**src/ex_config.svh**
```systemverilog
`ifndef EX_CONFIG_SVH
`define EX_CONFIG_SVH

// ---------------------------------------------------------------------------
// Execute cluster sizing
// ---------------------------------------------------------------------------

// Data word width
`define XLEN 32

// Completion tag width
`define TAG_W 5

// Booth iterations for the 34-bit extended multiplier
`define MUL_ITERS 17

// Accept edge to completion strobe for a multiply
// 17 iterations plus load plus result register
`define MUL_LAT 19

`endif

```
**src/isa_pkg.sv**
```systemverilog
`include "ex_config.svh"

package isa_pkg;

    // -----------------------------------------------------------------------
    // Plain data words
    // -----------------------------------------------------------------------
    typedef logic [`XLEN-1:0] xlen_t;
    typedef logic [31:0]      inst_t;

    // ALU function codes
    typedef enum logic [4:0] {
        ALU_ADD    = 5'h00,
        ALU_SUB    = 5'h01,
        ALU_SLT    = 5'h02,
        ALU_SLTU   = 5'h03,
        ALU_AND    = 5'h04,
        ALU_OR     = 5'h05,
        ALU_XOR    = 5'h06,
        ALU_SLL    = 5'h07,
        ALU_SRL    = 5'h08,
        ALU_SRA    = 5'h09,
        ALU_MUL    = 5'h0a,
        ALU_MULH   = 5'h0b,
        ALU_MULHSU = 5'h0c,
        ALU_MULHU  = 5'h0d,
        ALU_DIV    = 5'h0e,
        ALU_DIVU   = 5'h0f,
        ALU_REM    = 5'h10,
        ALU_REMU   = 5'h11
    } alu_func_e;

    // Operand A source
    typedef enum logic [1:0] {
        OPA_IS_RS1  = 2'h0,
        OPA_IS_NPC  = 2'h1,
        OPA_IS_PC   = 2'h2,
        OPA_IS_ZERO = 2'h3
    } opa_sel_e;

    // Operand B source
    typedef enum logic [2:0] {
        OPB_IS_RS2   = 3'h0,
        OPB_IS_I_IMM = 3'h1,
        OPB_IS_S_IMM = 3'h2,
        OPB_IS_B_IMM = 3'h3,
        OPB_IS_U_IMM = 3'h4,
        OPB_IS_J_IMM = 3'h5
    } opb_sel_e;

    // Branch funct3 and its defined codes
    typedef logic [2:0] br_func_t;

    localparam br_func_t BR_BEQ  = 3'b000;
    localparam br_func_t BR_BNE  = 3'b001;
    localparam br_func_t BR_BLT  = 3'b100;
    localparam br_func_t BR_BGE  = 3'b101;
    localparam br_func_t BR_BLTU = 3'b110;
    localparam br_func_t BR_BGEU = 3'b111;

endpackage

```
**src/branch_unit.sv**
```systemverilog
module branch_unit
    import isa_pkg::*;
(
    input  br_func_t func,
    input  xlen_t    rs1,
    input  xlen_t    rs2,
    input  logic     cond_branch,
    input  logic     uncond_branch,
    output logic     take_branch
);

    // Condition of the conditional branch
    logic cond_true;

    always_comb begin
        case (func)
            BR_BEQ:  cond_true = rs1 == rs2;
            BR_BNE:  cond_true = rs1 != rs2;
            BR_BLT:  cond_true = $signed(rs1) < $signed(rs2);
            BR_BGE:  cond_true = $signed(rs1) >= $signed(rs2);
            BR_BLTU: cond_true = rs1 < rs2;
            BR_BGEU: cond_true = rs1 >= rs2;
            // funct3 2 and 3 undefined
            default: cond_true = 1'b0;
        endcase
    end

    // Jumps always taken
    assign take_branch = uncond_branch || (cond_branch && cond_true);

    // Decoder never marks a branch as both kinds
    always_comb begin
        a_one_branch_kind: assert final (!(cond_branch && uncond_branch))
            else $error("cond_branch and uncond_branch both set");
    end

endmodule

```
**config.mk**
```make
export PLATFORM = sky130hd
export DESIGN_NAME = branch_unit
export DESIGN_NICKNAME = d
export VERILOG_FILES = /design/src/isa_pkg.sv /design/src/branch_unit.sv
export VERILOG_INCLUDE_DIRS = /design/src /design/src/src
export SDC_FILE = /design/constraint.sdc
export NUM_CORES = 1
export LEC_CHECK = 0
export ABC_AREA = 0
export BUFFER_PORTS_ARGS = -buffer_cell sky130_fd_sc_hd__buf_4
export CORE_MARGIN = 2
export CORE_UTILIZATION = 23
export DETAILED_ROUTE_END_ITERATION = 8
export SLEW_MARGIN = 20
export SYNTH_ARGS = -nofsm -noshare
export SYNTH_HDL_FRONTEND = slang
export SYNTH_SLANG_ARGS = --single-unit
```
**constraint.sdc**
```tcl
create_clock -name vclk -period 2.2
set_input_delay 0.11 -clock vclk [all_inputs]
set_output_delay 0.11 -clock vclk [all_outputs]
set_load 0.02 [all_outputs]
```
==> results of run 1 <==
-- layout make-up --
cell class	count	area, um^2	area share (%)
timing repair buffer	84	653.1	34.92
inverter	34	137.6	7.358
tap	50	62.56	3.344
multi-input combinational	99	1017	54.38
-- Yosys cell counts, drive strengths merged --
library cell / count / area [um^2]
nor4: 3 / 18.77
a221oi: 2 / 30.03
a221o: 1 / 10.01
nand3: 5 / 25.02
a21oi: 14 / 73.82
and4: 1 / 8.760
nor3: 3 / 15.01
a31oi: 1 / 6.260
xor2: 1 / 8.760
o31a: 1 / 8.760
o211ai: 1 / 7.510
nand3b: 1 / 7.510
nand2: 9 / 41.29
nor2b: 2 / 12.51
ha: 32 / 400.4
a21o: 1 / 7.510
or2: 1 / 8.760
nor2: 4 / 15.01
mux2: 1 / 15.01
a21boi: 2 / 15.02
a211o: 1 / 8.760
nand4: 6 / 37.54
a22oi: 1 / 7.510
o21ai: 5 / 25.02
inv: 34 / 127.6
-- placed cells by master, fill, tap and decap left out, drive strengths merged --
cell type,Yosys,layout
ha,32,32
a21oi,14,14
nor2,4,4
and4,1,1
a22oi,1,1
a221o,1,1
or2,1,1
nand2,9,9
a211o,1,1
nand4,6,6
inv,34,34
o211ai,1,1
o31a,1,1
nor4,3,3
buf,0,84
xor2,1,1
nor3,3,3
a31oi,1,1
nand3b,1,1
nor2b,2,2
mux2,1,1
o21ai,5,5
a21o,1,1
nand3,5,5
a21boi,2,2
a221oi,2,2
-- routing by layer --
metal / global-route usage [%] / part of all wire, % / routed length (um) / vias up
met4: 0 / 0 / 0 / 0
met3: 0.8224 / 8.7 / 229 / 0
li1: - / - / - / 639
met5: 0 / 0 / 0 / -
met1: 13.38 / 40 / 1059 / 491
met2: 21.84 / 51 / 1346 / 47
-- logic make-up after synthesis --
family                     Yosys count  synth area share [%]
adders and majority gates           32                 42.50
and+or+nand+nor                     35                 20.19
xor gates and xnor gates             1                0.9298
muxes                                1                 1.593
AOI/OAI and AO/OA                   30                 21.25
buffers and inverters               34                 13.55
-- stage by stage --
| step | cells | instance area [um^2] |
|---|---|---|
| detailed placement | 264 | 1722 |
| floorplan | 133 | 1051 |
| CTS | 267 | 1828 |
| global route | 267 | 1871 |
| finish | 267 | 1871 |
| global placement | 264 | 1722 |
-- power by group through the flow --
stage | combinational, mW | sequential (mW) | clock [mW]
after floorplan | 0.153 | 0 | 0
after global placement | 0.302 | 0 | 0
after detailed placement | 0.304 | 0 | 0
after CTS | 0.328 | 0 | 0
after global routing | 0.377 | 0 | 0
final | 0.335 | 0 | 0
-- worst paths after layout --
kind | endpoint | slack (ns) | cells past startpoint
max | take_branch | -0.13 | 11
min | take_branch | 0.67 | 4
-- timing repair --
item	4_1_cts	5_1_grt
setup buffers	3	0
pin swaps	14	5
setup endpoints to repair	1	1
gates resized for setup	18	8
==> qor.yml, run 1 <==
cts_hold_buffers: 0
violations: "setup timing"
p_sw_share_pct: 40.38
routedWlPerCell_um: 9.869
drv_cap: 0
ios: 70
min_from: "func[1]"
p_int_uw: 199.8
routed_wirelength_um: 2635
worst_hold_slack_ns: 0.6742
grt_max_degree: 8
slowest_delay_ns: 0.31
synth.cell_area_um2: 942.2
clockBufferCount: 0
drc: 0
finalNetCount: 320
hold_viol_final: 0
grt_use_total_pct: 10.97
fin_ws_ns: -0.1311
design.seq.count: 0
fmax_mhz: 429.0
pwr-share-seq_pct: 0
drt_iter0_markers: 14
worstPathCellList: "buf_6 -> inv_4 -> ha_4 -> nand4_1 -> nor2_1 -> a221o_1 -> o31a_1 -> or2_4 -> mux2_4 -> a221oi_4 -> buf_6"
avgSynthCellArea_um2: 7.084
area_growth_pct: 98.54
endpoint_kind: "primary output"
report.power.total_uw: 335.2
drive_above_1_share_pct: 54.84
min_path_type: "in -> out"
num_vias: 1177
finalCritPeriodShare_pct: 106.0
cp_max_fo: 3
die_w_um: 68
synth.yosys.seq_area_share_pct: 0
port_buffers: 70
synth_cells: 133
crit_type: "in -> out"
power.share.clock_pct: 0
overflow: 0
fill_cells: 404
finalSetupTns_ns: -0.1311
leakage_nw: 0.9781
grt_setup_unrepaired: "yes"
die_y_um: 68
regArea_um2: 0
rows: 23
worstMarginPinSlew_ns: 0.3055
hpwl_um: 2315
cp_num_buf_inv: 3
drv_slew: 0
crit_family: "compound AO/OA/AOI/OAI gates"
required_ns: 2.09
ant_nets: 0
critPathSlowestCell: "a221o_1"
period_minus_slack_ns: 2.331
maxSlewHeadroom_pct: 79.63
core_mm2: 0.003971
postLayoutCoreUtil_pct: 47.10
setup_viol: 1
dr.pass1.iters: 4
dieArea_mm2: 0.004624
antennaDiodeCount: 0
max-vdd-ir-drop_uv: 79.94
via_per_inst: 4.408
routabilityCongestion: 0.7995
worstSetupStartpoint: "rs2[14]"
grt_pass1_wl_um: 4112
ys_types: 28
antenna_found_initial: 0
yosys_warnings: 0
cp_common_cell: "buf_6"
first_global_vias: 1043
start_util_pct: 23.72
arrival_ns: 2.22
p_comb_share_pct: 100.0
postSynthNetCount: 234
cp-start-kind: "input port"
status: "finished with violations"
power.switching_uw: 135.4
power_density_mw_per_mm2: 179.2
pre_cts_slack_ns: -0.3301
(Power assumes the default switching activity.)
==> inputs of run 2 (changes only) <==
Settings changed: SKIP_LAST_GASP from default to 1.
==> qor.yml, run 2 (synthesis results as in run 1) <==
status: "finished with violations"
violations: "setup timing"
endpoint_kind: "primary output"
grt_use_total_pct: 10.97  # unchanged
leakage_nw: 0.9774  # about the same
clockBufferCount: 0  # unchanged
dp.cells: 264  # unchanged
mostFrequentLayoutCells: "buf_4, inv_1, ha_1"
maxSlewHeadroom_pct: 79.63  # unchanged
design.seq.count: 0  # unchanged
arrival_ns: 2.22  # about the same
antennaDiodeCount: 0  # unchanged
core_mm2: 0.003971  # unchanged
cp_max_fo: 3  # unchanged
power_density_mw_per_mm2: 178.7  # -0.28%
multi_input_area_mm2: 0.001013  # -0.37%
cts_hold_buffers: 0  # unchanged
drc: 0  # unchanged
start_util_pct: 23.72  # unchanged
regArea_um2: 0  # unchanged
grt_pass1_wl_um: 4112  # unchanged
dr.pass1.iters: 4  # unchanged
routedWlPerCell_um: 9.835  # -0.34%
finalNetCount: 320  # unchanged
first_global_vias: 1043  # unchanged
rows: 23  # unchanged
hold_end: "take_branch"
min_path_type: "in -> out"
drt_iter0_markers: 14  # unchanged
max-vdd-ir-drop_uv: 79.94  # about the same
fmax_mhz: 429.0  # unchanged
holdPathStages: 4  # unchanged
finalNonFillerCells: 267  # unchanged
final_common_cell: "buf_4"
die_w_um: 68  # unchanged
worstSetupStartpoint: "rs2[14]"
min_from: "func[1]"
via_per_inst: 4.404  # about the same
grt_setup_unrepaired: "yes"
port_buffers: 70  # unchanged
pre_cts_slack_ns: -0.3301  # unchanged
ios: 70  # unchanged
dieArea_mm2: 0.004624  # unchanged
grt_max_degree: 8  # unchanged
fill_cells: 402  # -0.50%
required_ns: 2.09  # about the same
worstMarginPinSlew_ns: 0.3055  # unchanged
period_minus_slack_ns: 2.331  # unchanged
drv_cap: 0  # unchanged
overflow: 0  # unchanged
finalCritPeriodShare_pct: 106.0  # unchanged
cp-start-kind: "input port"
die_y_um: 68  # unchanged
placed_area_mm2: 0.001722  # unchanged
drive_above_1_share_pct: 54.38  # -0.46 points
num_vias: 1176  # -0.085%
routabilityCongestion: 0.7995  # unchanged
crit_type: "in -> out"
finalSetupTns_ns: -0.1311  # unchanged
area_growth_pct: 97.88
postLayoutCellArea_mm2: 0.001864  # -0.33%
setup_viol: 1  # unchanged
antenna_found_initial: 0  # unchanged
fin_ws_ns: -0.1311  # unchanged
routed_wirelength_um: 2626  # -0.34%
hpwl_um: 2315  # unchanged
report.power.total_uw: 333.1  # -0.62%
ant_nets: 0  # unchanged
hold_viol_final: 0  # unchanged
drv_slew: 0  # unchanged
run 2: cell count changes in the layout (fill, tap and decap cells not counted):
cell	previous run	this run
inv_4	4	3
inv_2	6	7
a21oi_2	4	3
a21oi_1	10	11
run 2: metal layers:
layer	vias to the layer above	global-route usage (%)	part of all wire, %
met1	490	13.38	40
met5	-	0	0
met4	0	0	0
li1	639	-	-
met3	0	0.8224	8.7
met2	47	21.84	51
run 2: area by class of cell:
| type | instances | share of cell area, % |
|---|---|---|
| tap | 50 | 3.356 |
| multi-input combinational | 99 | 54.36 |
| timing repair buffer | 84 | 35.03 |
| inverter | 34 | 7.248 |
run 2: per-stage QoR:
stage,util (%),hold WS [ns]
floorplan,-,0.4369
detailed placement,43.35,0.6951
global placement,43.35,0.6967
finish,46.94,0.6742
CTS,46.03,0.6756
global route,46.94,0.6963
run 2: power by group:
group          switching [mW]  internal, mW
sequential                  0             0
combinational           0.134         0.199
clock                       0             0
run 2: how the worst max path moves through the flow:
stage                   to  slack [ns]  depth (start not counted)
5_1_grt        take_branch       -0.21                         13
3_3_place_gp   take_branch       -0.30                         11
4_1_cts        take_branch       -0.14                         11
3_5_place_dp   take_branch       -0.33                         11
6_report       take_branch       -0.13                         11
2_1_floorplan  take_branch       0.003                          9
run 2: repair_timing:
item,4_1_cts,5_1_grt
pin swaps,14,5
gates cloned,0,0
buffers inserted,3,0
gates resized for setup,18,6
endpoints found under the setup margin,1,1
run 2: worst max-delay path, cell delays in order:
cell      delay, ns
buf_6          0.09
inv_4          0.04
ha_4           0.20
nand4_1        0.17
nor2_1         0.08
a221o_1        0.31
o31a_1         0.25
or2_4          0.24
mux2_4         0.31
a221oi_4       0.26
buf_6          0.15
