### src/ex_config.svh
`ifndef EX_CONFIG_SVH
`define EX_CONFIG_SVH

// ---------------------------------------------------------------------------
// Execute cluster sizing
// ---------------------------------------------------------------------------

// Data word width
`define XLEN 32

// Completion tag width
`define TAG_W 5

// Booth iterations for the 34-bit extended multiplier
`define MUL_ITERS 17

// Accept edge to completion strobe for a multiply
// 17 iterations plus load plus result register
`define MUL_LAT 19

`endif

### src/isa_pkg.sv
`include "ex_config.svh"

package isa_pkg;

    // -----------------------------------------------------------------------
    // Plain data words
    // -----------------------------------------------------------------------
    typedef logic [`XLEN-1:0] xlen_t;
    typedef logic [31:0]      inst_t;

    // ALU function codes
    typedef enum logic [4:0] {
        ALU_ADD    = 5'h00,
        ALU_SUB    = 5'h01,
        ALU_SLT    = 5'h02,
        ALU_SLTU   = 5'h03,
        ALU_AND    = 5'h04,
        ALU_OR     = 5'h05,
        ALU_XOR    = 5'h06,
        ALU_SLL    = 5'h07,
        ALU_SRL    = 5'h08,
        ALU_SRA    = 5'h09,
        ALU_MUL    = 5'h0a,
        ALU_MULH   = 5'h0b,
        ALU_MULHSU = 5'h0c,
        ALU_MULHU  = 5'h0d,
        ALU_DIV    = 5'h0e,
        ALU_DIVU   = 5'h0f,
        ALU_REM    = 5'h10,
        ALU_REMU   = 5'h11
    } alu_func_e;

    // Operand A source
    typedef enum logic [1:0] {
        OPA_IS_RS1  = 2'h0,
        OPA_IS_NPC  = 2'h1,
        OPA_IS_PC   = 2'h2,
        OPA_IS_ZERO = 2'h3
    } opa_sel_e;

    // Operand B source
    typedef enum logic [2:0] {
        OPB_IS_RS2   = 3'h0,
        OPB_IS_I_IMM = 3'h1,
        OPB_IS_S_IMM = 3'h2,
        OPB_IS_B_IMM = 3'h3,
        OPB_IS_U_IMM = 3'h4,
        OPB_IS_J_IMM = 3'h5
    } opb_sel_e;

    // Branch funct3 and its defined codes
    typedef logic [2:0] br_func_t;

    localparam br_func_t BR_BEQ  = 3'b000;
    localparam br_func_t BR_BNE  = 3'b001;
    localparam br_func_t BR_BLT  = 3'b100;
    localparam br_func_t BR_BGE  = 3'b101;
    localparam br_func_t BR_BLTU = 3'b110;
    localparam br_func_t BR_BGEU = 3'b111;

endpackage

### src/ex_pkg.sv
`include "ex_config.svh"

package ex_pkg;

    import isa_pkg::*;

    // Completion tag handed out by the issue side
    typedef logic [`TAG_W-1:0] tag_t;

    // -----------------------------------------------------------------------
    // Issue packet into the cluster
    // -----------------------------------------------------------------------
    typedef struct packed {
        logic      valid;
        tag_t      tag;
        inst_t     inst;
        xlen_t     pc;
        xlen_t     npc;
        xlen_t     rs1_value;
        xlen_t     rs2_value;
        alu_func_e alu_func;
        opa_sel_e  opa_sel;
        opb_sel_e  opb_sel;
        logic      cond_branch;
        logic      uncond_branch;
    } issue_pkt_t;

    // Request into the multiply unit
    // Operands already muxed
    typedef struct packed {
        tag_t      tag;
        xlen_t     opa;
        xlen_t     opb;
        alu_func_e alu_func;
    } mul_req_t;

    // -----------------------------------------------------------------------
    // Completion packet out of the cluster
    // -----------------------------------------------------------------------
    typedef struct packed {
        logic  valid;
        tag_t  tag;
        xlen_t value;
        logic  take_branch;
    } cmp_pkt_t;

endpackage

### src/booth_mult.sv
`include "ex_config.svh"

module booth_mult (
    input  logic               clk,
    input  logic               rst,
    input  logic               load,
    input  logic [`XLEN+1:0]   mcand,
    input  logic [`XLEN+1:0]   mplier,
    output logic [2*`XLEN+3:0] product,
    output logic               done
);

    localparam int OP_W  = `XLEN + 2;
    // Two guard bits for the +-2M partial product
    localparam int ACC_W = OP_W + 2;
    localparam int CNT_W = $clog2(`MUL_ITERS);

    typedef enum logic [1:0] {IDLE, RUN, DONE} state_e;

    state_e           state;
    logic [CNT_W-1:0] cnt;

    // Upper accumulator, multiplier shift register and Booth guard bit
    logic signed [ACC_W-1:0] hi_q;
    logic [OP_W-1:0]         lo_q;
    logic                    guard_q;
    logic signed [ACC_W-1:0] mcand_q;

    // Per iteration datapath
    logic [2:0]                   digit;
    logic signed [ACC_W-1:0]      pp;
    logic signed [ACC_W-1:0]      hi_sum;
    logic signed [ACC_W+OP_W-1:0] shifted;

    // -----------------------------------------------------------------------
    // Radix-4 recoding
    // -----------------------------------------------------------------------
    assign digit = {lo_q[1:0], guard_q};

    always_comb begin
        case (digit)
            3'b001, 3'b010: pp = mcand_q;
            3'b011:         pp = mcand_q <<< 1;
            3'b100:         pp = -(mcand_q <<< 1);
            3'b101, 3'b110: pp = -mcand_q;
            default:        pp = '0;
        endcase
    end

    // Add into the top, then arithmetic shift by two
    assign hi_sum  = hi_q + pp;
    assign shifted = $signed({hi_sum, lo_q}) >>> 2;

    // -----------------------------------------------------------------------
    // Sequencing
    // -----------------------------------------------------------------------
    assign done = (state == RUN) && (cnt == CNT_W'(`MUL_ITERS - 1));

    always_ff @(posedge clk or posedge rst) begin
        if (rst) begin
            state <= IDLE;
            cnt   <= '0;
        end else begin
            case (state)
                IDLE: begin
                    if (load) begin
                        state <= RUN;
                        cnt   <= '0;
                    end
                end
                RUN: begin
                    cnt <= cnt + 1'b1;
                    if (done) begin
                        state <= DONE;
                    end
                end
                // Product holds here one cycle
                DONE:    state <= IDLE;
                default: state <= IDLE;
            endcase
        end
    end

    // Accumulator datapath
    always_ff @(posedge clk) begin
        if (load) begin
            mcand_q <= ACC_W'($signed(mcand));
            hi_q    <= '0;
            lo_q    <= mplier;
            guard_q <= 1'b0;
        end else if (state == RUN) begin
            hi_q    <= shifted[ACC_W+OP_W-1:OP_W];
            lo_q    <= shifted[OP_W-1:0];
            guard_q <= lo_q[1];
        end
    end

    // Low 68 bits hold the signed product
    assign product = {hi_q[OP_W-1:0], lo_q};

    a_load_when_idle: assert property (@(posedge clk) disable iff (rst)
        load |-> state == IDLE)
        else $error("booth_mult load while not idle");

endmodule

### src/mul_unit.sv
`include "ex_config.svh"

module mul_unit
    import isa_pkg::*;
    import ex_pkg::*;
(
    input  logic     clk,
    input  logic     rst,
    input  logic     start,
    input  mul_req_t req,
    output logic     busy,
    output logic     finishing,
    output xlen_t    result,
    output tag_t     tag
);

    localparam int OP_W = `XLEN + 2;

    // Operand extension
    logic            a_signed;
    logic            b_signed;
    logic [OP_W-1:0] mcand;
    logic [OP_W-1:0] mplier;

    // Booth side
    logic [2*OP_W-1:0] product;
    logic              mult_done;

    // Control
    logic busy_q;
    logic grab_q;
    logic fin_q;

    // Payload held across the multiply
    alu_func_e func_q;
    tag_t      tag_q;
    xlen_t     result_q;

    // -----------------------------------------------------------------------
    // Operand extension by function
    // -----------------------------------------------------------------------
    // MUL takes the low word so any extension works
    assign a_signed = (req.alu_func != ALU_MULHU);
    assign b_signed = (req.alu_func == ALU_MUL) || (req.alu_func == ALU_MULH);

    assign mcand  = {{2{a_signed & req.opa[`XLEN-1]}}, req.opa};
    assign mplier = {{2{b_signed & req.opb[`XLEN-1]}}, req.opb};

    booth_mult booth_mult_i (
        .clk     (clk),
        .rst     (rst),
        .load    (start),
        .mcand   (mcand),
        .mplier  (mplier),
        .product (product),
        .done    (mult_done)
    );

    // -----------------------------------------------------------------------
    // Control flags
    // -----------------------------------------------------------------------
    always_ff @(posedge clk or posedge rst) begin
        if (rst) begin
            busy_q <= 1'b0;
            grab_q <= 1'b0;
            fin_q  <= 1'b0;
        end else begin
            // Product final one cycle after done
            grab_q <= mult_done;
            fin_q  <= grab_q;
            if (start) begin
                busy_q <= 1'b1;
            end else if (grab_q) begin
                busy_q <= 1'b0;
            end
        end
    end

    // Tag, function and result word
    always_ff @(posedge clk) begin
        if (start) begin
            func_q <= req.alu_func;
            tag_q  <= req.tag;
        end
        if (grab_q) begin
            result_q <= (func_q == ALU_MUL) ? product[`XLEN-1:0]
                                            : product[2*`XLEN-1:`XLEN];
        end
    end

    assign busy      = busy_q;
    assign finishing = fin_q;
    assign result    = result_q;
    assign tag       = tag_q;

    a_no_start_busy: assert property (@(posedge clk) disable iff (rst)
        start |-> !busy)
        else $error("mul_unit start while busy");

    // Completion register takes the result at the MUL_LAT edge
    a_mul_latency: assert property (@(posedge clk) disable iff (rst)
        start |-> ##(`MUL_LAT) finishing)
        else $error("mul_unit finishing not at MUL_LAT");

endmodule

### config.mk
export PLATFORM = sky130hd
export DESIGN_NAME = mul_unit
export DESIGN_NICKNAME = d
export VERILOG_FILES = /design/src/isa_pkg.sv /design/src/ex_pkg.sv /design/src/booth_mult.sv /design/src/mul_unit.sv
export VERILOG_INCLUDE_DIRS = /design/src /design/src/src
export SDC_FILE = /design/constraint.sdc
export NUM_CORES = 1
export LEC_CHECK = 0
export ABC_CLOCK_PERIOD_IN_PS = 5700
export BUFFER_PORTS_ARGS = -buffer_cell sky130_fd_sc_hd__buf_4
export CAP_MARGIN = 40
export CORE_UTILIZATION = 59
export CTS_CLUSTER_DIAMETER = 120
export CTS_CLUSTER_SIZE = 30
export DETAILED_ROUTE_END_ITERATION = 8
export GPL_TIMING_DRIVEN = 0
export PLACE_DENSITY = 0.89
export RECOVER_POWER = 25
export SLEW_MARGIN = 0
export SYNTH_ARGS = -nofsm -noshare
export SYNTH_HDL_FRONTEND = slang
export SYNTH_SLANG_ARGS = --single-unit
### constraint.sdc
create_clock -name clk -period 5.7 [get_ports clk]
set_clock_uncertainty 0.1 [all_clocks]
set_input_delay 1.14 -clock clk [delete_from_list [all_inputs] [get_ports clk]]
set_output_delay 1.14 -clock clk [all_outputs]
set_load 0.02 [all_outputs]
==> metrics.yaml, run 1 <==
worst_setup_path:
  arrival_ns: 5.76
  cp_top_family: "compound AO/OA/AOI/OAI gates"
  cp_slowest_cell: "or4_4"
  end_kind: "flip-flop"
  path_max_fanout: 5
  criticalPathCategory: "reg2reg"
  slowest_delay_ns: 0.47
  cp_cell_sequence: "inv_1 > ha_2 > or3b_4 > nor2_4 > nand2_2 > or4_4 > or3_1 > nand2_1 > xnor2_1 > a221oi_2 > a31oi_1 > ha_2 > a2111oi_1 > o21ai_1 > o21ai_0 > o211ai_1 > a2111oi_2 > o21ai_1 > o41a_1 > mux2i_1 > mux2_1"
  crit_buf_inv: 1
  required_ns: 5.92
  startpoint_type: "flip-flop"
sta:
  tightest_slew_ns: 1.153
  finalCritPeriodShare_pct: 97.15
  fin_tns_setup_ns: 0
  hold_viol: 0
  setup_slack_ns: 0.1624
  period_minus_slack_ns: 5.538
  slew_violations: 0
  clock.fmax_ghz: 0.1806
  relSlewSlack_pct: 23.11
  setup_viol: 0
die:
  core_um2: 15430
  start_util_pct: 61.38
  rows: 45
  die-area_um2: 16560
  die_w_um: 128.7
  io_pins: 116
  die_h_um: 128.7
global_route:
  track_usage_pct: 31.17
  grt-ovfl-total: 0
  grt_pass1_vias: 7649
  antenna_found_initial: 0
  grt_start_max_net_pins: 49
  grt_pass1_wl_mm: 38.96
cells_and_area:
  fin_area_um2: 11230
  nets: 1203
  final_cell_count_no_fill: 1311
  post_route_cells_drive_above_1_share_pct: 21.00
  syn2layout_area_growth_pct: 18.55
  n_antenna_cell: 0
pwr:
  power_mw: 5.586
  power_per_cell_area_nw_per_um2: 497.6
  p_leak_nw: 4.447
  peakVddDrop_v: 0.0002902
clocking:
  clock-sinks: 154
  htree_levels: 4
  hold_buffers: 0
  clk_pin_slew_ns: 0.07
  cts_root_buffer: "clkbuf_16"
  cts_buffer_depth: 2
  cts_buffers: 17
  cts_tree: "yes"
  insertion_delay_ns: 0.44
synth:
  synth-adder-area-share_pct: 5.233
  synth_cells: 951
  synth_edf_count: 109
  async_flop_share_pct: 6.494
  yosys_most_used_dff: "edfxtp_1"
  avgSynthCellArea_um2: 9.957
  synth_xor_area_share_pct: 7.307
  synthSimpleGateAreaFrac_pct: 13.15
  synth_nets: 1067
  yosys_warnings: 0
  synthDistinctLibCells: 68
  syn_area_um2: 9469
  synth_mux_area_share_pct: 8.496
  synth_compound_area_share_pct: 18.01
  yosys_register_bits: 154
  synth_top_family_by_area: "compound AO/OA/AOI/OAI gates"
  ys_seq_area_share_pct: 44.61
route:
  drc_errors: 0
  ant_nets: 0
  wl_met2_mm: 11.66
  wl_met1_mm: 10.37
  drt_iter0_drc: 903
  firstDrtPassIters: 6
  route.met3.wl_mm: 2.191
  viasPerCell: 6.236
  routed.top_layer: "met4"
  routedWlPerCell_um: 19.00
  wl_mm: 24.91
  vias: 8176
hold_path:
  hp-class: "reg2reg"
placement:
  hpwl_mm: 17.94
  dpl.cell_count: 1278
  gp_congestion: 0.9625
  placement.io_buffers: 115
  dpl_cell_area_um2: 10620
  pre_cts_ws_ns: -0.2762
job:
  maxCapViolCount: 0
run_status:
  status: "completed"
-- synth_stat cells (4+ instances only) --
library cell | number | share of area, %
a2111oi_0 | 4 | 0.37
a211oi_1 | 8 | 0.63
a21o_1 | 24 | 1.9
a21oi_1 | 84 | 4.4
a221oi_1 | 20 | 1.8
a22o_1 | 11 | 1.0
a22oi_1 | 7 | 0.55
a31oi_1 | 21 | 1.4
and3_1 | 4 | 0.26
buf_1 | 9 | 0.36
clkbuf_1 | 47 | 1.9
dfrtp_1 | 10 | 2.6
dfxtp_1 | 35 | 7.4
edfxtp_1 | 109 | 35
ha_1 | 38 | 5.0
inv_1 | 19 | 0.75
mux2_2 | 66 | 7.8
mux2i_1 | 5 | 0.53
nand2_1 | 134 | 5.3
nand2b_1 | 9 | 0.59
nand3_1 | 11 | 0.58
nand4_1 | 8 | 0.53
nor2_1 | 47 | 1.9
nor2b_1 | 6 | 0.40
nor3_1 | 14 | 0.74
nor4_1 | 5 | 0.33
o211ai_1 | 5 | 0.40
o21a_1 | 5 | 0.40
o21ai_0 | 47 | 2.5
o22ai_1 | 4 | 0.26
or3_1 | 10 | 0.66
xnor2_1 | 54 | 5.0
xor2_1 | 25 | 2.3
-- tightest hold or removal path, stage by stage, from the launching register on --
cell     delay (ns)
dfxtp_1        0.33
nand2_1        0.06
a21oi_1        0.05
-- worst paths after layout --
check,from,end,slack [ns],depth (start not counted)
setup / recovery,booth_mult_i.mcand_q[0]$_DFFE_PP_,booth_mult_i.hi_q[33]$_SDFFE_PP0P_,0.16,21
hold / removal,booth_mult_i.hi_q[25]$_SDFFE_PP0P_,booth_mult_i.hi_q[25]$_SDFFE_PP0P_,0.38,2
setup reg to reg,booth_mult_i.mcand_q[0]$_DFFE_PP_,booth_mult_i.hi_q[33]$_SDFFE_PP0P_,0.16,21
hold reg to reg,booth_mult_i.hi_q[25]$_SDFFE_PP0P_,booth_mult_i.hi_q[25]$_SDFFE_PP0P_,0.38,2
max in group asynchronous,rst,finishing$_DFF_PP0_,4.61,2
min in group asynchronous,rst,booth_mult_i.state[1]$_DFFE_PP0P_,0.59,2
-- state kept, by name, summed over array words and instances, names as in the netlist --
signal / cells
result: 32
busy: 1
tag: 5
booth_mult_i.hi_q: 34
booth_mult_i.mcand_q: 33
func_q: 5
grab_q: 1
booth_mult_i.guard_q: 1
booth_mult_i.cnt: 5
finishing: 1
booth_mult_i.state: 2
booth_mult_i.lo_q: 34
-- kinds of logic after synthesis --
family	after synthesis
buf+inv	78
mux	72
flops	154
compound gates	263
simple gates	266
fa+ha+maj	39
xor+xnor	79
-- repair_timing --
item,CTS,global route
buffers inserted,1,0
resized for setup,4,16
setup endpoints to repair,1,6
pin swaps,1,5
-- layout make-up --
class,count,area [um2]
Buffer,59,231.5
Clock buffer,20,436.7
Clock inverter,12,141.4
Fill cell,1137,4202
Inverter,19,71.32
Multi-Input combinational cell,719,4997
Sequential cell,154,4224
Tap cell,211,264.0
Timing Repair Buffer,117,859.6
-- cells in the final DEF, fill, tap and decap left out, types with 6 or more instances in the layout --
| cell | netlist | layout |
|---|---|---|
| dfxtp_1 | 35 | 35 |
| edfxtp_1 | 109 | 109 |
| nand3_1 | 11 | 11 |
| xnor2_1 | 54 | 54 |
| nor2b_1 | 6 | 6 |
| nand4_1 | 8 | 8 |
| nor3_1 | 14 | 12 |
| a21oi_1 | 84 | 84 |
| buf_4 | 0 | 73 |
| clkbuf_1 | 47 | 55 |
| clkbuf_16 | 0 | 17 |
| ha_1 | 38 | 36 |
| nor2_1 | 47 | 45 |
| a22oi_1 | 7 | 7 |
| a31oi_1 | 21 | 21 |
| buf_1 | 9 | 9 |
| a21o_1 | 24 | 24 |
| xor2_1 | 25 | 25 |
| nand2b_1 | 9 | 9 |
| a22o_1 | 11 | 11 |
| clkbuf_4 | 0 | 39 |
| inv_1 | 19 | 18 |
| dfrtp_1 | 10 | 10 |
| or3_1 | 10 | 10 |
| a221oi_1 | 20 | 19 |
| nand2_1 | 134 | 133 |
| o21ai_0 | 47 | 43 |
| mux2_2 | 66 | 66 |
| a211oi_1 | 8 | 8 |
-- metal layers --
| layer | vias up | global-route usage, % |
|---|---|---|
| li1 | 3807 | - |
| met1 | 3844 | 41.17 |
| met2 | 470 | 50.43 |
| met3 | 55 | 5.364 |
| met4 | 0 | 14.19 |
| met5 | - | 0 |
-- through the flow --
stage	hold slack [ns]	util, %
6_report	0.3834	72.77
3_5_place_dp	0.3734	68.86
3_3_place_gp	0.3648	68.69
2_1_floorplan	0.3467	-
5_1_grt	0.3923	72.77
4_1_cts	0.3829	72.73
-- where the power goes --
| group | internal [mW] | switching [mW] | total [mW] | leakage, nW |
|---|---|---|---|---|
| registers | 1.49 | 0.190 | 1.68 | 1.49 |
| logic | 1.13 | 1.64 | 2.77 | 2.68 |
| clock network | 0.652 | 0.476 | 1.13 | 0.276 |
| total | 3.28 | 2.31 | 5.59 | 4.45 |
Power figures use the tool's default switching activity.
==> run 2: changes to the inputs <==
- ABC_CLOCK_PERIOD_IN_PS: 5700 -> 5900
- CORE_MARGIN: not set -> 3
- clock period: 5.7 -> 5.9 ns (I/O delays scaled with it)
==> run 2 against run 1 <==
Against the previous run:
- fmax down 2.7%
- core utilization down 0.13 points
- total power shrank 3.0%
- routed wire length up 0.75%
- clock power fell by 4%
- cell area is 0.18% lower
- hold slack better by 0.0037 ns
- die area is 6.3% higher
- global-route usage shrank 3.1 points
- first-iteration DRC count is 7.0% higher
==> metrics.yaml, run 2 (synthesized netlist as in run 1, its figures left out) <==
cells_and_area:
  layout_commonest_cell: "nand2_1"
  syn2layout_area_growth_pct: 18.34
  post-route-util_pct: 72.64
  n_antenna_cell: 0
  reg_top3: "booth_mult_i.hi_q x34, booth_mult_i.lo_q x34, booth_mult_i.mcand_q x33"
  final_cell_mix: "134 x nand2_1, 109 x edfxtp_1, 84 x a21oi_1"
  nets: 1203
  post_route_cells_drive_above_1_share_pct: 20.64
  fillers: 1124
worst_setup_path:
  required_ns: 6.12
  rr_worst_depth: 21
  criticalPathCategory: "reg2reg"
  cp_cell_sequence: "inv_1 > ha_1 > or3b_4 > nor2_2 > nand2_1 > or4_4 > or3_1 > nand2_1 > xnor2_1 > a221oi_2 > a31oi_1 > ha_2 > a2111oi_1 > o21ai_0 > o21ai_0 > o211ai_1 > a2111oi_2 > o21ai_2 > o41a_1 > mux2i_1 > mux2_1"
  crit_buf_inv: 1
  startpoint_type: "flip-flop"
  path_max_fanout: 5
  regToRegStartpoint: "booth_mult_i.mcand_q[1]$_DFFE_PP_"
  r2r_slack_ns: 0.21
  arrival_ns: 5.91
  end_kind: "flip-flop"
  slowest_delay_ns: 0.49
  reg2reg_to: "booth_mult_i.hi_q[33]$_SDFFE_PP0P_"
  cp_top_family: "compound AO/OA/AOI/OAI gates"
  cp_slowest_cell: "or4_4"
placement:
  hpwl_mm: 17.77
  placement.io_buffers: 115
  gp_congestion: 1.028
run_status:
  status: "completed"
pwr:
  peakVddDrop_v: 0.0002763
  p_leak_nw: 4.456
  switching_share_pct: 41.58
  power_mw: 5.419
  internal_power_mw: 3.166
  power.switching_mw: 2.253
  power_per_cell_area_nw_per_um2: 483.6
  pwr-share-seq_pct: 29.9
  pwr-share-clk_pct: 20.1
  p_comb_share_pct: 49.9
die:
  rows: 45
  io_pins: 116
  die_h_um: 132.7
  core_um2: 15430
  start_util_pct: 61.38
  die-area_um2: 17610
  die_w_um: 132.7
sta:
  period_minus_slack_ns: 5.689
  slew_violations: 0
  finalCritPeriodShare_pct: 96.43
  hold_viol: 0
  relSlewSlack_pct: 20.23
  setup_viol: 0
  tightest_slew_ns: 1.197
  clock.fmax_ghz: 0.1758
  rsz0062_at_grt: "no"
route:
  wl_met2_mm: 11.25
  viasPerCell: 6.359
  drt_iter0_drc: 966
  wl_mm: 25.10
  routedWlPerCell_um: 19.14
  wl_met1_mm: 9.931
  drc_errors: 0
  vias: 8337
  routed.top_layer: "met4"
  ant_nets: 0
  firstDrtPassIters: 7
  route.met3.wl_mm: 2.916
global_route:
  grt-ovfl-total: 0
  grt_start_max_net_pins: 49
  track_usage_pct: 28.11
  antenna_found_initial: 0
  grt_pass1_wl_mm: 39.63
  grt_pass1_vias: 7949
hold_path:
  hold-path-endpoint: "booth_mult_i.hi_q[28]$_SDFFE_PP0P_"
  whs_path_depth: 2
  min_from: "booth_mult_i.hi_q[28]$_SDFFE_PP0P_"
  hp-class: "reg2reg"
clocking:
  clk_pin_slew_ns: 0.06
  hold_buffers: 0
  insertion_delay_ns: 0.43
  cts_buffers: 17
  cts_root_buffer: "clkbuf_16"
  htree_levels: 4
  cts_buffer_depth: 2
  clock-sinks: 154
  cts_tree: "yes"
job:
  maxCapViolCount: 0
run 2: worst max path at each step:
stage | startpoint | to | slack, ns | depth (start not counted)
floorplan | booth_mult_i.mcand_q[1]$_DFFE_PP_ | booth_mult_i.hi_q[33]$_SDFFE_PP0P_ | 0.80 | 21
global placement | booth_mult_i.mcand_q[0]$_DFFE_PP_ | booth_mult_i.hi_q[33]$_SDFFE_PP0P_ | 0.06 | 21
detailed placement | booth_mult_i.mcand_q[1]$_DFFE_PP_ | booth_mult_i.hi_q[33]$_SDFFE_PP0P_ | -0.08 | 21
CTS | booth_mult_i.mcand_q[1]$_DFFE_PP_ | booth_mult_i.hi_q[33]$_SDFFE_PP0P_ | 0.02 | 21
finish | booth_mult_i.mcand_q[1]$_DFFE_PP_ | booth_mult_i.hi_q[33]$_SDFFE_PP0P_ | 0.21 | 21
global route | booth_mult_i.mcand_q[0]$_DFFE_PP_ | booth_mult_i.hi_q[33]$_SDFFE_PP0P_ | 0.08 | 21
run 2: power by group through the flow:
stage	combinational [mW]	sequential (mW)	clock, mW
after global placement	2.45	1.63	0
final	2.70	1.62	1.09
after global routing	2.95	1.65	1.14
after floorplan	1.95	1.59	0
after detailed placement	2.54	1.64	0
after CTS	2.62	1.62	1.10
run 2: through the flow:
stage	setup slack (ns)	hold slack (ns)	TNS, ns	instance area, um2	cells
CTS	0.02330	0.3823	0	11220	1311
global placement	0.05677	0.3654	0	10600	1277
global route	0.08064	0.3988	0	11210	1311
finish	0.2107	0.3871	0	11210	1311
detailed placement	-0.07777	0.3745	-0.07777	10620	1278
floorplan	0.7962	0.3467	0	9469	951
run 2: timing repair:
item                       4_1_cts  5_1_grt
setup endpoints to repair        1        3
pin swaps                        1        2
resized for setup                2       12
setup buffers                    1        0
run 2: worst reg2reg max path, cell delays in order (launching register included):
cell       delay (ns)
edfxtp_1         0.44
inv_1            0.10
ha_1             0.20
or3b_4           0.43
nor2_2           0.12
nand2_1          0.13
or4_4            0.49
or3_1            0.37
nand2_1          0.10
xnor2_1          0.09
a221oi_2         0.28
a31oi_1          0.10
ha_2             0.26
a2111oi_1        0.34
o21ai_0          0.14
o21ai_0          0.11
o211ai_1         0.21
a2111oi_2        0.48
o21ai_2          0.13
o41a_1           0.40
mux2i_1          0.21
mux2_1           0.34
run 2: area by class of cell:
class	instances	area (um2)	share of cell area, %
Buffer	59	231.5	2.066
Clock buffer	20	436.7	3.897
Clock inverter	12	141.4	1.262
Inverter	19	71.32	0.6364
Multi-Input combinational cell	719	4977	44.42
Sequential cell	154	4224	37.70
Tap cell	211	264.0	2.356
Timing Repair Buffer	117	859.6	7.671
run 2: metal layers:
metal | up-vias | track usage, %
li1 | 3816 | -
met1 | 3863 | 36.19
met2 | 564 | 44.75
met3 | 94 | 6.882
met4 | 0 | 13.63
met5 | - | 0
==> run 3: changes to the inputs <==
- BUFFER_PORTS_ARGS: -buffer_cell sky130_fd_sc_hd__buf_4 -> -buffer_cell sky130_fd_sc_hd__clkbuf_2
- SLEW_MARGIN: 0 -> 10
==> run 3 against run 2 <==
Against the previous run:
- core utilization shrank 1.4 points
- worst setup slack better by 0.12 ns
- die area unchanged
- count of clock-buffer cells in the layout is 3 lower
- non-clock buffer count rose by 2
- register-to-register slack better by 0.12 ns
- cell area shrank 2.0%
- total power is 0.76% higher
==> metrics.yaml, run 3 (synthesized netlist as in run 1, its figures left out) <==
pwr:
  pwr-share-clk_pct: 21.2
  switching_share_pct: 41.51
  internal_power_mw: 3.194
  p_comb_share_pct: 49.0
  power_mw: 5.461
  pwr-share-seq_pct: 29.8
  power_per_cell_area_nw_per_um2: 497.2
  p_leak_nw: 4.420
  peakVddDrop_v: 0.0003197
  power.switching_mw: 2.267
clocking:
  clk_pin_slew_ns: 0.07
  hold_buffers: 0
  cts_buffers: 17
  cts_tree: "yes"
  cts_root_buffer: "clkbuf_16"
  htree_levels: 4
  insertion_delay_ns: 0.45
  clock-sinks: 154
  cts_buffer_depth: 2
route:
  wl_mm: 25.38
  vias: 8224
  ant_nets: 0
  viasPerCell: 6.264
  firstDrtPassIters: 6
  drt_iter0_drc: 944
  routedWlPerCell_um: 19.33
  drc_errors: 0
sta:
  fin_tns_setup_ns: 0
  rsz0062_at_grt: "no"
  slew_violations: 0
  tightest_slew_ns: 1.391
  clock.fmax_ghz: 0.1796
  period_minus_slack_ns: 5.567
  setup_viol: 0
  finalCritPeriodShare_pct: 94.36
  hold_viol: 0
  relSlewSlack_pct: 7.289
worst_setup_path:
  path_max_fanout: 5
  criticalPathCategory: "reg2reg"
  arrival_ns: 5.80
  startpoint_type: "flip-flop"
  required_ns: 6.13
  end_kind: "flip-flop"
die:
  io_pins: 116
  die_w_um: 132.7
  start_util_pct: 61.38
  die_h_um: 132.7
  rows: 45
  die-area_um2: 17610
  core_um2: 15430
cells_and_area:
  multiInputGateArea_um2: 4970
  final_cell_count_no_fill: 1313
  fillers: 1171
  post_route_cells_drive_above_1_share_pct: 20.96
  regArea_um2: 4224
  fin_area_um2: 10980
  final_cell_mix: "134 x nand2_1, 111 x clkbuf_2, 109 x edfxtp_1"
  syn2layout_area_growth_pct: 15.99
  reg_top3: "booth_mult_i.hi_q x34, booth_mult_i.lo_q x34, booth_mult_i.mcand_q x33"
  n_antenna_cell: 0
  post-route-util_pct: 71.19
  layout_commonest_cell: "nand2_1"
  nets: 1205
global_route:
  grt-ovfl-total: 0
  grt_pass1_vias: 7714
  grt_start_max_net_pins: 37
  antenna_found_initial: 0
  grt_pass1_wl_mm: 40.14
  track_usage_pct: 28.73
placement:
  dpl_cell_area_um2: 10330
  dpl.cell_count: 1278
  placement.io_buffers: 115
  hpwl_mm: 18.30
  gp_congestion: 0.9628
job:
  maxCapViolCount: 0
hold_path:
  hp-class: "reg2reg"
run_status:
  status: "completed"
[run 3: metal layers]
| metal | vias to the layer above | track usage (%) | part of all wire, % |
|---|---|---|---|
| met1 | 3844 | 39.11 | 43 |
| met3 | 70 | 5.856 | 9.1 |
| li1 | 3803 | - | - |
| met4 | 2 | 12.70 | 3.1 |
| met2 | 505 | 44.75 | 45 |
| met5 | - | 0 | 0.039 |
[run 3: area by class of cell]
cell class	instances	area share (%)
tap	211	2.404
multi-input combinational	719	45.25
timing repair buffer	119	5.571
clock buffer	17	3.873
sequential	154	38.46
buffer	59	2.108
inverter	19	0.6494
clock inverter	15	1.686
[run 3: metrics by stage]
stage	hold slack, ns	setup slack (ns)
6_report	0.3819	0.3328
3_5_place_dp	0.3737	-0.08499
5_1_grt	0.4212	0.01430
3_3_place_gp	0.3622	-0.07977
4_1_cts	0.3829	0.0007603
2_1_floorplan	0.3467	0.7962
[run 3: final timing paths]
kind,start,endpoint,slack (ns),depth (start not counted)
worst max-delay path,booth_mult_i.mcand_q[1]$_DFFE_PP_,booth_mult_i.hi_q[33]$_SDFFE_PP0P_,0.33,21
worst min-delay path,booth_mult_i.hi_q[10]$_SDFFE_PP0P_,booth_mult_i.hi_q[10]$_SDFFE_PP0P_,0.38,2
worst max register to register,booth_mult_i.mcand_q[1]$_DFFE_PP_,booth_mult_i.hi_q[33]$_SDFFE_PP0P_,0.33,21
worst min register to register,booth_mult_i.hi_q[10]$_SDFFE_PP0P_,booth_mult_i.hi_q[10]$_SDFFE_PP0P_,0.38,2
max in group asynchronous,rst,booth_mult_i.cnt[0]$_DFFE_PP0P_,4.85,2
min in group asynchronous,rst,booth_mult_i.cnt[1]$_DFFE_PP0P_,0.58,2
[run 3: worst max-delay path, cell delays in order (launching register included)]
cell and delay, ns:
edfxtp_1 0.42, inv_1 0.09, ha_1 0.20, or3b_4 0.43, nor2_2 0.15, nand2_1 0.14, or4_4 0.48, or3_1 0.37
nand2_1 0.10, xnor2_1 0.09, a221oi_1 0.30, a31oi_1 0.14, ha_2 0.29, a2111oi_1 0.31, o21ai_1 0.11, o21ai_0 0.09
o211ai_1 0.22, a2111oi_2 0.39, o21ai_2 0.11, o41a_1 0.41, mux2i_1 0.17, mux2_1 0.33
[run 3: power by group through the flow]
stage | Clock (mW) | Sequential [mW] | Combinational, mW
after detailed placement | 0 | 1.64 | 2.55
after global placement | 0 | 1.63 | 2.49
after global routing | 1.20 | 1.66 | 2.92
after CTS | 1.16 | 1.62 | 2.58
after floorplan | 0 | 1.59 | 1.95
final | 1.16 | 1.63 | 2.68
[run 3: repair_timing]
action | in CTS | in global routing
endpoints found under the setup margin | 1 | 4
buffers inserted | 1 | 2
pin swaps | 2 | 3
resized for setup | 1 | 10
